==> src/hdl/div_flow_pkg.sv <==
package div_flow_pkg;

    // command side
    // producer starts with one credit per slot
    localparam int cmd_depth = 4;

    // result side
    localparam int res_depth = 4;

    // consumer slots granted after reset
    // the gate counter starts here and never goes above it
    localparam int res_credits = 2;

    // wide enough for the largest count, cmd_depth included
    localparam int credit_cnt_w = 3;

endpackage

==> src/hdl/div_types_pkg.sv <==
package div_types_pkg;

    localparam int data_w = 8;   // dividend, divisor, quotient, remainder
    localparam int tag_w  = 4;   // producer tag, returned with the result

    // command payload as written by the producer, 20 bits
    typedef struct packed {
        logic [data_w-1:0] dividend;
        logic [data_w-1:0] divisor;
        logic [tag_w-1:0]  tag;
    } div_cmd_t;

    // result payload toward the consumer, 20 bits
    typedef struct packed {
        logic [data_w-1:0] quotient;
        logic [data_w-1:0] remainder;
        logic [tag_w-1:0]  tag;
    } div_res_t;

    // divider sequence: one state per quotient bit, msb first
    typedef enum logic [3:0] {
        st_idle = 4'h0,   // waiting for a command
        st_bit7 = 4'h1,   // divisor << 7
        st_bit6 = 4'h2,
        st_bit5 = 4'h3,
        st_bit4 = 4'h4,
        st_bit3 = 4'h5,
        st_bit2 = 4'h6,
        st_bit1 = 4'h7,
        st_bit0 = 4'h8,   // divisor << 0
        st_done = 4'h9    // result held until the result queue takes it
    } div_state_e;

endpackage
==> src/hdl/div_unit_top.sv <==
`timescale 1ns/1ps

module div_unit_top
    import div_types_pkg::*, div_flow_pkg::*;
(
    input  logic              sys_clk,
    input  logic              sys_rst_l,
    // producer side
    input  logic              cmd_valid,      // only while the producer holds a credit
    input  logic [data_w-1:0] cmd_dividend,
    input  logic [data_w-1:0] cmd_divisor,
    input  logic [tag_w-1:0]  cmd_tag,
    output logic              cmd_credit,     // one pulse per command taken by the core
    // consumer side
    output logic              res_valid,
    output logic [data_w-1:0] res_quotient,
    output logic [data_w-1:0] res_remainder,
    output logic [tag_w-1:0]  res_tag,
    input  logic              res_credit
);

    div_cmd_t cmd_wdata;
    div_cmd_t cmd_head;
    logic     cmd_empty;
    logic     cmd_full;      // never set while the producer keeps to its credits
    logic     cmd_pop;
    div_res_t res_wdata;
    div_res_t res_head;
    logic     res_push;
    logic     res_pop;
    logic     res_empty;
    logic     res_full;

    assign cmd_wdata = '{dividend: cmd_dividend, divisor: cmd_divisor, tag: cmd_tag};

    credit_fifo #(.depth(cmd_depth), .payload_t(div_cmd_t)) i_cmd_fifo (
        .sys_clk    (sys_clk),
        .sys_rst_l  (sys_rst_l),
        .push       (cmd_valid),
        .push_data  (cmd_wdata),
        .pop        (cmd_pop),
        .pop_data   (cmd_head),
        .full       (cmd_full),
        .empty      (cmd_empty),
        .pop_credit (cmd_credit)
    );

    div8_core i_div8_core (
        .sys_clk   (sys_clk),
        .sys_rst_l (sys_rst_l),
        .cmd_empty (cmd_empty),
        .cmd_head  (cmd_head),
        .cmd_pop   (cmd_pop),
        .res_full  (res_full),
        .res_push  (res_push),
        .res_data  (res_wdata)
    );

    // result side is paced by the gate counter, queue credit left open
    credit_fifo #(.depth(res_depth), .payload_t(div_res_t)) i_res_fifo (
        .sys_clk    (sys_clk),
        .sys_rst_l  (sys_rst_l),
        .push       (res_push),
        .push_data  (res_wdata),
        .pop        (res_pop),
        .pop_data   (res_head),
        .full       (res_full),
        .empty      (res_empty),
        .pop_credit ()
    );

    result_credit_gate i_result_credit_gate (
        .sys_clk       (sys_clk),
        .sys_rst_l     (sys_rst_l),
        .res_empty     (res_empty),
        .res_head      (res_head),
        .res_pop       (res_pop),
        .res_credit    (res_credit),
        .res_valid     (res_valid),
        .res_quotient  (res_quotient),
        .res_remainder (res_remainder),
        .res_tag       (res_tag)
    );

endmodule

==> src/hdl/result_credit_gate.sv <==
`timescale 1ns/1ps

module result_credit_gate
    import div_types_pkg::*, div_flow_pkg::*;
(
    input  logic              sys_clk,
    input  logic              sys_rst_l,
    input  logic              res_empty,
    input  div_res_t          res_head,
    output logic              res_pop,
    input  logic              res_credit,      // consumer freed a slot
    output logic              res_valid,
    output logic [data_w-1:0] res_quotient,
    output logic [data_w-1:0] res_remainder,
    output logic [tag_w-1:0]  res_tag
);

    logic [credit_cnt_w-1:0] credit_cnt;   // free consumer slots

    // send only with a result waiting and a slot free
    assign res_pop = !res_empty && (credit_cnt != '0);

    always_ff @(posedge sys_clk or negedge sys_rst_l) begin
        if (!sys_rst_l) begin
            credit_cnt <= credit_cnt_w'(res_credits);
        end else begin
            case ({res_pop, res_credit})
                2'b10:   credit_cnt <= credit_cnt - 1'b1;   // spent
                2'b01:   credit_cnt <= credit_cnt + 1'b1;   // returned
                default: credit_cnt <= credit_cnt;          // both or neither
            endcase
        end
    end

    // one cycle valid per popped entry
    always_ff @(posedge sys_clk or negedge sys_rst_l) begin
        if (!sys_rst_l) begin
            res_valid <= 1'b0;
        end else begin
            res_valid <= res_pop;
        end
    end

    always_ff @(posedge sys_clk) begin
        if (res_pop) begin
            res_quotient  <= res_head.quotient;
            res_remainder <= res_head.remainder;
            res_tag       <= res_head.tag;
        end
    end

endmodule

==> src/hdl/div8_core.sv <==
`timescale 1ns/1ps

module div8_core
    import div_types_pkg::*;
(
    input  logic     sys_clk,
    input  logic     sys_rst_l,
    input  logic     cmd_empty,
    input  div_cmd_t cmd_head,
    output logic     cmd_pop,
    input  logic     res_full,
    output logic     res_push,
    output div_res_t res_data
);

    localparam int idx_w = $clog2(data_w);

    div_state_e            state;
    logic [data_w-1:0]     work_rem;    // running remainder, final value is the remainder
    logic [data_w-1:0]     work_dvs;    // divisor held for the whole division
    logic [data_w-1:0]     quo;
    logic [tag_w-1:0]      work_tag;
    logic [idx_w-1:0]      bit_idx;     // quotient bit of the current state
    logic                  bit_state;
    logic [2*data_w-1:0]   dvs_shift;   // divisor << bit_idx, kept 16 bits wide
    logic [data_w:0]       diff;        // 9 bit, msb is the borrow
    logic                  spill;
    logic                  take;

    // quotient bit index per state
    always_comb begin
        bit_state = 1'b1;
        case (state)
            st_bit7: bit_idx = 3'd7;
            st_bit6: bit_idx = 3'd6;
            st_bit5: bit_idx = 3'd5;
            st_bit4: bit_idx = 3'd4;
            st_bit3: bit_idx = 3'd3;
            st_bit2: bit_idx = 3'd2;
            st_bit1: bit_idx = 3'd1;
            st_bit0: bit_idx = 3'd0;
            default: begin
                bit_idx   = 3'd0;   // idle and done, no subtraction
                bit_state = 1'b0;
            end
        endcase
    end

    assign dvs_shift = {{data_w{1'b0}}, work_dvs} << bit_idx;
    assign spill     = |dvs_shift[2*data_w-1:data_w];   // shifted divisor above 255
    assign diff      = {1'b0, work_rem} - {1'b0, dvs_shift[data_w-1:0]};
    // a zero divisor always takes, which gives 0xff and the dividend
    assign take      = !diff[data_w] && !spill;

    assign cmd_pop  = (state == st_idle) && !cmd_empty;
    assign res_push = (state == st_done) && !res_full;   // hold while the queue is full
    assign res_data = '{quotient: quo, remainder: work_rem, tag: work_tag};

    always_ff @(posedge sys_clk or negedge sys_rst_l) begin
        if (!sys_rst_l) begin
            state <= st_idle;
        end else begin
            case (state)
                st_idle: begin
                    if (!cmd_empty) begin
                        state <= st_bit7;   // command popped this cycle
                    end
                end
                st_bit7: state <= st_bit6;
                st_bit6: state <= st_bit5;
                st_bit5: state <= st_bit4;
                st_bit4: state <= st_bit3;
                st_bit3: state <= st_bit2;
                st_bit2: state <= st_bit1;
                st_bit1: state <= st_bit0;
                st_bit0: state <= st_done;
                st_done: begin
                    if (!res_full) begin
                        state <= st_idle;   // pushed this cycle
                    end
                end
                default: state <= st_idle;
            endcase
        end
    end

    // operand load at pop, one quotient bit per bit state
    always_ff @(posedge sys_clk) begin
        if (cmd_pop) begin
            work_rem <= cmd_head.dividend;
            work_dvs <= cmd_head.divisor;
            work_tag <= cmd_head.tag;
        end else if (bit_state) begin
            quo[bit_idx] <= take;
            if (take) begin
                work_rem <= diff[data_w-1:0];   // keep the difference
            end
        end
    end

endmodule

==> src/hdl/credit_fifo.sv <==
`timescale 1ns/1ps

module credit_fifo #(
    parameter int  depth     = 4,             // power of two
    parameter type payload_t = logic [7:0]
) (
    input  logic     sys_clk,
    input  logic     sys_rst_l,
    input  logic     push,
    input  payload_t push_data,
    input  logic     pop,
    output payload_t pop_data,       // head, valid while not empty
    output logic     full,
    output logic     empty,
    output logic     pop_credit      // one pulse per freed slot
);

    localparam int addr_w = $clog2(depth);

    payload_t        mem [depth];
    logic [addr_w:0] wr_ptr;         // extra msb tells full from empty
    logic [addr_w:0] rd_ptr;
    logic            wr_en;
    logic            rd_en;

    // writes into a full queue and reads from an empty one are dropped
    assign wr_en = push && !full;
    assign rd_en = pop && !empty;

    assign empty = (wr_ptr == rd_ptr);
    // same slot, wrapped a different number of times
    assign full  = (wr_ptr[addr_w-1:0] == rd_ptr[addr_w-1:0]) &&
                   (wr_ptr[addr_w] != rd_ptr[addr_w]);

    assign pop_data = mem[rd_ptr[addr_w-1:0]];   // first word fall through

    always_ff @(posedge sys_clk or negedge sys_rst_l) begin
        if (!sys_rst_l) begin
            wr_ptr <= '0;
        end else if (wr_en) begin
            wr_ptr <= wr_ptr + 1'b1;
        end
    end

    always_ff @(posedge sys_clk or negedge sys_rst_l) begin
        if (!sys_rst_l) begin
            rd_ptr <= '0;
        end else if (rd_en) begin
            rd_ptr <= rd_ptr + 1'b1;
        end
    end

    // storage
    always_ff @(posedge sys_clk) begin
        if (wr_en) begin
            mem[wr_ptr[addr_w-1:0]] <= push_data;
        end
    end

    // credit goes back the cycle after the slot frees
    always_ff @(posedge sys_clk or negedge sys_rst_l) begin
        if (!sys_rst_l) begin
            pop_credit <= 1'b0;
        end else begin
            pop_credit <= rd_en;
        end
    end

endmodule

==> config.mk <==
export PLATFORM = sky130hd
export DESIGN_NAME = div_unit_top
export DESIGN_NICKNAME = d
export VERILOG_FILES = /design/src/hdl/div_flow_pkg.sv /design/src/hdl/div_types_pkg.sv /design/src/hdl/div_unit_top.sv /design/src/hdl/result_credit_gate.sv /design/src/hdl/div8_core.sv /design/src/hdl/credit_fifo.sv
export SDC_FILE = /design/constraint.sdc
export NUM_CORES = 1
export LEC_CHECK = 0
export BUFFER_PORTS_ARGS = -buffer_cell sky130_fd_sc_hd__buf_2
export CAP_MARGIN = 0
export CORE_MARGIN = 4
export CORE_UTILIZATION = 50
export DETAILED_ROUTE_END_ITERATION = 16
export PLACE_DENSITY = 0.76
export RECOVER_POWER = 100
export SYNTH_ARGS = -nofsm -noshare
export SYNTH_HDL_FRONTEND = slang
export SYNTH_SLANG_ARGS = --single-unit
==> constraint.sdc <==
create_clock -name sys_clk -period 4 [get_ports sys_clk]
set_input_delay 0.2 -clock sys_clk [delete_from_list [all_inputs] [get_ports sys_clk]]
set_output_delay 0.2 -clock sys_clk [all_outputs]
set_load 0.005 [all_outputs]
==> flow_metrics.tcl, run 1 <==
set metrics [dict create \
    min_path_type "in -> reg" \
    slew_violations 0 \
    wl_um 15100 \
    outcome "completed" \
    fin_nets 621 \
    cts_resized 0 \
    setup_viol 0 \
    synthCells 484 \
    max_clock_freq_ghz 0.271 \
    core_um2 18000 \
    grt_max_degree 25 \
    antenna_found_initial 0 \
    maxCapViolations 0 \
    cts_root_buffer "clkbuf_16" \
    die_y_um 143 \
    synth-seq-cells 229 \
    critPathCaptureType "flop" \
    yosys-top-cells-area "edfxtp_1, mux4_2, dfrtp_1, ha_1, xor2_1" \
    synth_warnings 0 \
    start_kind "flop" \
    yosys-mux-area-fraction_pct 10.8 \
    first_pass_iters 4 \
    clockBufferDepth 3 \
    grt_pass1_wl_um 24900 \
    die_x_um 143 \
    first_iter_violations 389 \
    vias 4452 \
    synth_xor_xnor_area_share_pct 2.30 \
    finalCritPeriodShare_pct 92.3 \
    n_fill_cell 1336 \
    peakVddDrop_uv 567 \
    clock_sinks 229 \
    path_max_fanout 17 \
    place_area_um2 9710 \
    synth_fa_ha_area_share_pct 3.04 \
    tightestPinTransition_ps 1330 \
    final-hold-violation-count 0 \
    final_area_um2 10500 \
    yosys.area_share.simple_pct 4.34 \
    use_met1_pct 20.2 \
    cts_buffers 23 \
    routedWlPerCell_um 18.4 \
    cts_tree "yes" \
    final_cell_mix "edfxtp_1, clkbuf_1, mux4_2" \
    clk_pin_slew_ps 60 \
    rsz0062_at_grt "false" \
    initial_core_util_pct 50.9 \
    diodes 0 \
    setup-tns-final_ps 0 \
    arrival_ps 3910 \
    ctsHtreeMaxLevel 1 \
    layout_commonest_cell "edfxtp_1" \
    dp_slack_ps 438 \
    yosysTopAreaCellShare_pct 68.3 \
    critPathKind "reg -> reg" \
    syn_area_um2 9150 \
    areaGrowthSynthToFinish_pct 15.1 \
    hold_depth 3 \
    post-dp-hpwl_um 9480 \
    period_needed_ps 3690 \
    r2r_cells 12 \
    grtUsageMet2_pct 27.0 \
    fin_ws_ps 310 \
    gp_congestion 0.849 \
    synth_top_family_by_area "multiplexers" \
    rows 49 \
    power.density_nw_per_um2 849 \
    synth_cell_types 50 \
    synth.avg_cell_area_um2 18.9 \
    skew_ps 6.75 \
    grt_pass1_vias 4689 \
    gr-total-overflow 0 \
    grt_use_met3_pct 2.61 \
    async_reset_ff_share_pct 9.17 \
    synth-edff-count 208 \
    grt_usage_pct 15.5 \
    drive_gt1_share_pct 17.6 \
    portBuffers 45 \
    crit_required_ps 4220 \
    syn-num-nets 529 \
    ys_seq_area_share_pct 74.0 \
    io_pins 46 \
    dieArea_um2 20500 \
    max_slew_margin_pct 11.3 \
    top_usage_layer "met2" \
    clk_latency_ps 500 \
    drc 0 \
    vias_per_cell 5.44 \
    total_leakage_power_nw 3.57 \
    synth_compound_area_share_pct 4.15 \
    synth_largest_area_cell "edfxtp_1" \
    synth_ff_type "edfxtp_1" \
    ant_nets 0 \
    final_util_pct 58.6 \
]
[cell type report]
| cell class | count | area (µm²) | share of cell area (%) |
|---|---|---|---|
| flip-flops and latches | 229 | 6770 | 64.3 |
| multi-input cells | 229 | 2230 | 21.1 |
| clock buffers | 26 | 587 | 5.57 |
| repair buffers | 83 | 479 | 4.55 |
| well taps | 229 | 287 | 2.72 |
| clock inverters | 13 | 141 | 1.34 |
| inverters | 10 | 37.5 | 0.356 |
[state kept, by name, summed over array words and instances, names as in the netlist]
signal,flops
i_res_fifo.mem,80
i_div8_core.quo,8
i_div8_core.work_tag,4
i_div8_core.state,4
i_div8_core.work_rem,8
i_result_credit_gate.res_remainder,8
i_cmd_fifo.pop_credit,1
i_cmd_fifo.rd_ptr,3
i_div8_core.work_dvs,8
i_result_credit_gate.res_quotient,8
i_cmd_fifo.wr_ptr,3
i_res_fifo.wr_ptr,3
i_result_credit_gate.res_valid,1
i_result_credit_gate.credit_cnt,3
i_cmd_fifo.mem,80
i_res_fifo.rd_ptr,3
i_result_credit_gate.res_tag,4
[logic make-up (layout without fill, tap and decap cells)]
family | count (synthesis) | after routing
DFF | 229 | 229
and+or+nand+nor | 80 | 80
xor gates and xnor gates | 24 | 24
AOI/OAI and AO/OA | 56 | 56
adders and majority gates | 21 | 21
buffers and inverters | 26 | 132
muxes | 48 | 48
[final timing paths]
path	slack, ps	to	from
min	80	i_result_credit_gate.credit_cnt[0]$_DFFE_PN0P_	res_credit
min in group asynchronous	460	i_cmd_fifo.wr_ptr[0]$_DFFE_PN0P_	sys_rst_l
min reg2reg	480	i_result_credit_gate.credit_cnt[2]$_DFFE_PN0P_	i_result_credit_gate.credit_cnt[2]$_DFFE_PN0P_
max	310	i_div8_core.work_rem[3]$_DFFE_PP_	i_div8_core.state[1]$_DFFE_PN0P_
max reg2reg	310	i_div8_core.work_rem[3]$_DFFE_PP_	i_div8_core.state[1]$_DFFE_PN0P_
max in group asynchronous	2830	i_cmd_fifo.rd_ptr[1]$_DFFE_PN0P_	sys_rst_l
[metrics by stage]
stage | cells | power, W | hold WS [ps]
after floorplan | 484 | 0.00612 | -95.6
after global placement | 759 | 0.00685 | 181
after detailed placement | 759 | 0.00702 | 194
after CTS | 819 | 0.00911 | 68.7
after global routing | 819 | 0.00953 | 71.9
final | 819 | 0.00894 | 82.0
[critical path, cell delays in order (launching register included)]
cell	delay [ps]
dfrtp_1	570
or3_1	480
nor2b_1	200
nor2b_1	180
ha_1	190
inv_1	60
fa_1	400
a21o_1	170
a21oi_1	240
o21bai_1	110
or3_1	320
a31oi_1	270
o31ai_2	210
[power breakdown]
group	switching, W	internal, W
combinational	0.00165	0.00129
clock	0.000827	0.00124
sequential	0.000384	0.00355
total	0.00286	0.00608
[timing repair]
action / in CTS / in global routing
hold endpoints to repair: 100 / 0
endpoints found under the setup margin: 0 / 0
hold buffers: 21 / 0
setup buffers: 0 / 0
[Yosys cell counts, types with 5 or more instances]
master,number
inv_1,10
o21ai_0,19
a21oi_1,11
xnor2_1,9
mux4_2,40
mux2_2,5
buf_2,7
dfrtp_1,20
and2_1,8
nor3_1,9
nor2b_1,5
nand2_1,19
edfxtp_1,208
ha_1,19
nand2b_1,8
nor2_1,23
xor2_1,15
[metal layers]
layer / vias up / wire [µm] / part of all wire (%)
li1: 2076 / - / -
met5: - / 0 / 0
met3: 31 / 610 / 4.1
met1: 2248 / 6480 / 43
met2: 97 / 7510 / 50
met4: 0 / 457 / 3.0
Power figures use the tool's default switching activity.
==> run 2: changes to the inputs <==
GPL_TIMING_DRIVEN = 0   (was default)
PLACE_DENSITY = 0.79   (was 0.76)
SYNTH_HIERARCHICAL = 1   (was default)
clock period = 3.1 ns   (was 4 ns; I/O delays follow)
==> flow_metrics.tcl, run 2 <==
set metrics [dict create \
    cts_buffers 23 \
    max_clock_freq_ghz 0.316 \
    start_kind "flop" \
    first_pass_iters 5 \
    setup_viol 7 \
    violations "setup timing" \
    final_area_um2 11200 \
    syn_area_um2 9570 \
    p_comb_share_pct 39.5 \
    critPathKind "reg -> reg" \
    synthCells 533 \
    max_slew_margin_pct 2.91 \
    grt_pass1_vias 5356 \
    areaGrowthSynthToFinish_pct 17.2 \
    dieArea_um2 21400 \
    grt_pass1_wl_um 28300 \
    power.switching_w 0.00429 \
    vias_per_cell 5.84 \
    synth.avg_cell_area_um2 18.0 \
    antenna_found_initial 0 \
    critPathCaptureType "flop" \
    period_needed_ps 3160 \
    die_x_um 146 \
    slowest_delay_ps 550 \
    p_clk_share_pct 21.2 \
    routedWlPerCell_um 19.8 \
    core_um2 18800 \
    fin_ws_ps -60.0 \
    fin_nets 680 \
    clk_latency_ps 510 \
    diodes 0 \
    clockBufferDepth 3 \
    skew_ps 16.4 \
    power.total_w 0.0125 \
    synth_warnings 6 \
    maxCapViolations 0 \
    syn-num-nets 578 \
    rows 50 \
    critPathSlowestCell "mux4_1" \
    path_max_fanout 7 \
    p_sw_share_pct 34.4 \
    cts_root_buffer "clkbuf_16" \
    vias 5165 \
    layout_commonest_cell "edfxtp_1" \
    final-hold-violation-count 0 \
    first_iter_violations 382 \
    cpMostUsedCell "buf_4" \
    place_area_um2 10100 \
    crit_required_ps 3310 \
    peakVddDrop_uv 497 \
    worstPathCellList "buf_6 > buf_4 > buf_4 > mux4_1 > nand2_1 > o21ai_0 > o22ai_1 > ha_1 > o21a_1 > o21ai_0 > nor2_1 > nor3_2 > nor4_4 > buf_4" \
    total_leakage_power_nw 3.86 \
    power.density_nw_per_um2 1110 \
    wl_um 17600 \
    initial_core_util_pct 51.0 \
    cts_tree "yes" \
    grt_max_degree 26 \
    drive_gt1_share_pct 27.0 \
    gp_congestion 0.886 \
    post-dp-hpwl_um 11000 \
    power_frac_seq_pct 39.3 \
    ctsHtreeMaxLevel 1 \
    io_pins 46 \
    clk_pin_slew_ps 60 \
    portBuffers 45 \
    hold_ws_ps 61.5 \
    min_path_type "in -> reg" \
    tightestPinTransition_ps 1460 \
    gr-total-overflow 0 \
    grt_usage_pct 16.4 \
    ant_nets 0 \
    outcome "finished with violations" \
    final_cell_mix "edfxtp_1, mux4_2, buf_2" \
    die_y_um 146 \
    finalCritPeriodShare_pct 102 \
    rsz0062_at_grt "true" \
    clock_sinks 229 \
    arrival_ps 3370 \
    drc 0 \
    p_int_w 0.00819 \
    slew_violations 0 \
]
run 2: critical path, delay by kind of cell, from the launching register on:
family          cells  cell delay (ps)
simple gates        4              600
buf+inv             4              550
flops               1              370
mux                 1              550
fa+ha+maj           1              280
compound gates      4              510
run 2: repair_timing:
action / in CTS / in global routing
hold buffers: 22 / 0
endpoints found under the hold margin: 101 / 0
resized for setup: 13 / 22
buffers inserted: 1 / 10
gates cloned: 0 / 1
setup endpoints to repair: 77 / 40
pin swaps: 4 / 14
run 2: metal layers:
metal	wire length, µm	global-route usage [%]
met5	0	0
met4	412	4.66
met3	1030	2.92
met2	8710	27.8
met1	7410	22.2
run 2: final cells by class:
type                    count  area, µm²
repair buffers             77        494
plain buffers              23        151
fillers                  1357       7550
well taps                 234        293
multi-input cells         269       2730
flip-flops and latches    229       6770
clock inverters            12       97.6
clock buffers              29        638
inverters                  12       45.0
run 2: path summary, 6_finish.rpt:
check / startpoint / end / slack, ps / depth (start not counted)
min in group asynchronous: sys_rst_l / i_div8_core/state[0]$_DFFE_PN0P_ / 530 / 2
worst min-delay path: res_credit / i_result_credit_gate/credit_cnt[0]$_DFFE_PN0P_ / 60 / 3
worst min register to register: i_div8_core/work_tag[1]$_DFFE_PP_ / i_res_fifo/mem[3][1]$_DFFE_PP_ / 490 / 0
worst max-delay path: i_div8_core/state[0]$_DFFE_PN0P_ / i_div8_core/work_rem[5]$_DFFE_PP_ / -60 / 14
worst max register to register: i_div8_core/state[0]$_DFFE_PN0P_ / i_div8_core/work_rem[5]$_DFFE_PP_ / -60 / 14
max in group asynchronous: sys_rst_l / i_div8_core/state[1]$_DFFE_PN0P_ / 1620 / 2
run 2: stage by stage:
stage                     utilization [%]  setup TNS, ps  setup WS (ps)  cells
final                                59.8           -374          -60.0    885
after global placement               53.8          -9230           -465    812
after detailed placement             53.9          -7940           -577    812
after floorplan                         -              0           36.6    533
after global routing                 59.8          -1390           -196    885
after CTS                            59.2          -1580           -201    876
run 2: power groups by stage:
stage               Sequential, W  Clock, W  Combinational (W)
floorplan                 0.00483         0            0.00335
global placement          0.00488         0            0.00423
detailed placement        0.00494         0            0.00446
CTS                       0.00488   0.00270            0.00467
global route              0.00497   0.00286            0.00540
finish                    0.00490   0.00265            0.00493
==> run 3: changes to the inputs <==
==> constraint.sdc (replaced) <==
create_clock -name sys_clk -period 3.1 [get_ports sys_clk]
set_input_delay 0.775 -clock sys_clk [delete_from_list [all_inputs] [get_ports sys_clk]]
set_output_delay 0.775 -clock sys_clk [all_outputs]
set_load 0.005 [all_outputs]
==> flow_metrics.tcl, run 3 (same netlist as run 2, synthesis figures left out) <==
set metrics [dict create \
    first_iter_violations 372 \
    fin_nets 658 \
    final_cell_mix "edfxtp_1, mux4_2, buf_2" \
    wl_um 17400 \
    io_pins 46 \
    use_met1_pct 22.3 \
    dieArea_um2 21400 \
    final_area_um2 11000 \
    grtUsageMet2_pct 26.7 \
    n_fill_cell 1380 \
    final_util_pct 58.6 \
    layout_commonest_cell "edfxtp_1" \
    finalCritPeriodShare_pct 102 \
    period_needed_ps 3150 \
    routedWlPerCell_um 20.1 \
    setup_viol 7 \
    antenna_found_initial 0 \
    outcome "finished with violations" \
    grt_max_degree 26 \
    tightestPinTransition_ps 1450 \
    final-hold-violation-count 0 \
    cts_root_buffer "clkbuf_16" \
    drc 0 \
    min_path_type "reg -> reg" \
    path_max_fanout 7 \
    peakVddDrop_uv 542 \
    portBuffers 45 \
    first_pass_iters 5 \
    grt_use_met3_pct 2.95 \
    skew_ps 11.3 \
    die_y_um 146 \
    top_usage_layer "met2" \
    ant_nets 0 \
    clockBufferDepth 3 \
    critPathKind "reg -> reg" \
    total_leakage_power_nw 3.76 \
    vias 5091 \
    cts_buffers 23 \
    regArea_um2 6770 \
    crit_required_ps 3320 \
    post-dp-hpwl_um 11000 \
    die_x_um 146 \
    grt_pass1_vias 5203 \
    setup-tns-final_ps -345 \
    initial_core_util_pct 51.0 \
    clock_sinks 229 \
    drive_gt1_share_pct 28.0 \
    vias_per_cell 5.90 \
    grt_pass1_wl_um 27800 \
    ctsHtreeMaxLevel 1 \
    gr-total-overflow 0 \
    arrival_ps 3370 \
    rrSetupSlack_ps -50 \
    diodes 0 \
    hold_ws_ps 501 \
    place_area_um2 10100 \
    maxCapViolations 0 \
    ctsHoldBuffers 0 \
    power.density_nw_per_um2 1130 \
    core_um2 18800 \
    clk_pin_slew_ps 70 \
    grt_usage_pct 16.2 \
    slew_violations 0 \
    power.total_w 0.0125 \
    clk_latency_ps 510 \
    rsz0062_at_grt "true" \
    max_clock_freq_ghz 0.317 \
    cts_tree "yes" \
    violations "setup timing" \
    start_kind "flop" \
    max_slew_margin_pct 3.47 \
    fin_ws_ps -53.3 \
    areaGrowthSynthToFinish_pct 14.9 \
    critPathCaptureType "flop" \
    rows 50 \
    gp_congestion 0.886 \
    multiInputGateArea_um2 2730 \
]
-- run 3: area by class of cell --
| class | instances | area share [%] |
|---|---|---|
| clock inverter | 12 | 0.887 |
| sequential | 229 | 61.6 |
| buffer | 23 | 1.38 |
| timing repair buffer | 55 | 2.49 |
| tap | 234 | 2.66 |
| clock buffer | 29 | 5.80 |
| inverter | 12 | 0.410 |
| multi-input combinational | 269 | 24.8 |
-- run 3: power by group --
part           total (W)  leakage [nW]  internal (W)  switching, W
sequential       0.00490          2.17       0.00450      0.000401
combinational    0.00492          1.22       0.00213       0.00279
clock            0.00265         0.367       0.00154       0.00110
total             0.0125          3.76       0.00817       0.00429
-- run 3: final timing paths --
kind / endpoint / cells after the start / from
setup / recovery: i_div8_core/work_rem[5]$_DFFE_PP_ / 14 / i_div8_core/state[0]$_DFFE_PN0P_
min in group asynchronous: i_div8_core/state[0]$_DFFE_PN0P_ / 1 / sys_rst_l
setup reg to reg: i_div8_core/work_rem[5]$_DFFE_PP_ / 14 / i_div8_core/state[0]$_DFFE_PN0P_
hold reg to reg: i_res_fifo/mem[3][1]$_DFFE_PP_ / 0 / i_div8_core/work_tag[1]$_DFFE_PP_
max in group asynchronous: i_div8_core/state[1]$_DFFE_PN0P_ / 1 / sys_rst_l
hold / removal: i_res_fifo/mem[3][1]$_DFFE_PP_ / 0 / i_div8_core/work_tag[1]$_DFFE_PP_
-- run 3: routing by layer --
layer / part of all wire (%) / wire length, µm
met3: 5.9 / 1030
met2: 49 / 8490
met5: 0 / 0
met4: 2.7 / 470
met1: 42 / 7380
-- run 3: what timing repair did --
action,in CTS,in global routing
gates cloned,0,1
gates resized for setup,13,22
endpoints found under the setup margin,77,40
pin swaps,4,14
buffers inserted,1,10
-- run 3: worst max-delay path, stage by stage, from the launching register on --
cell     delay, ps
dfrtp_1        370
buf_6          120
buf_4          130
buf_4          100
mux4_1         540
nand2_1         90
o21ai_0        100
o22ai_1        180
ha_1           280
o21a_1         170
o21ai_0         70
nor2_1         150
nor3_2          70
nor4_4         290
buf_4          200
-- run 3: through the flow --
stage | cells | setup slack [ps]
6_report | 863 | -53.3
5_1_grt | 863 | -195
4_1_cts | 854 | -201
3_5_place_dp | 812 | -577
3_3_place_gp | 812 | -465
2_1_floorplan | 533 | 36.6
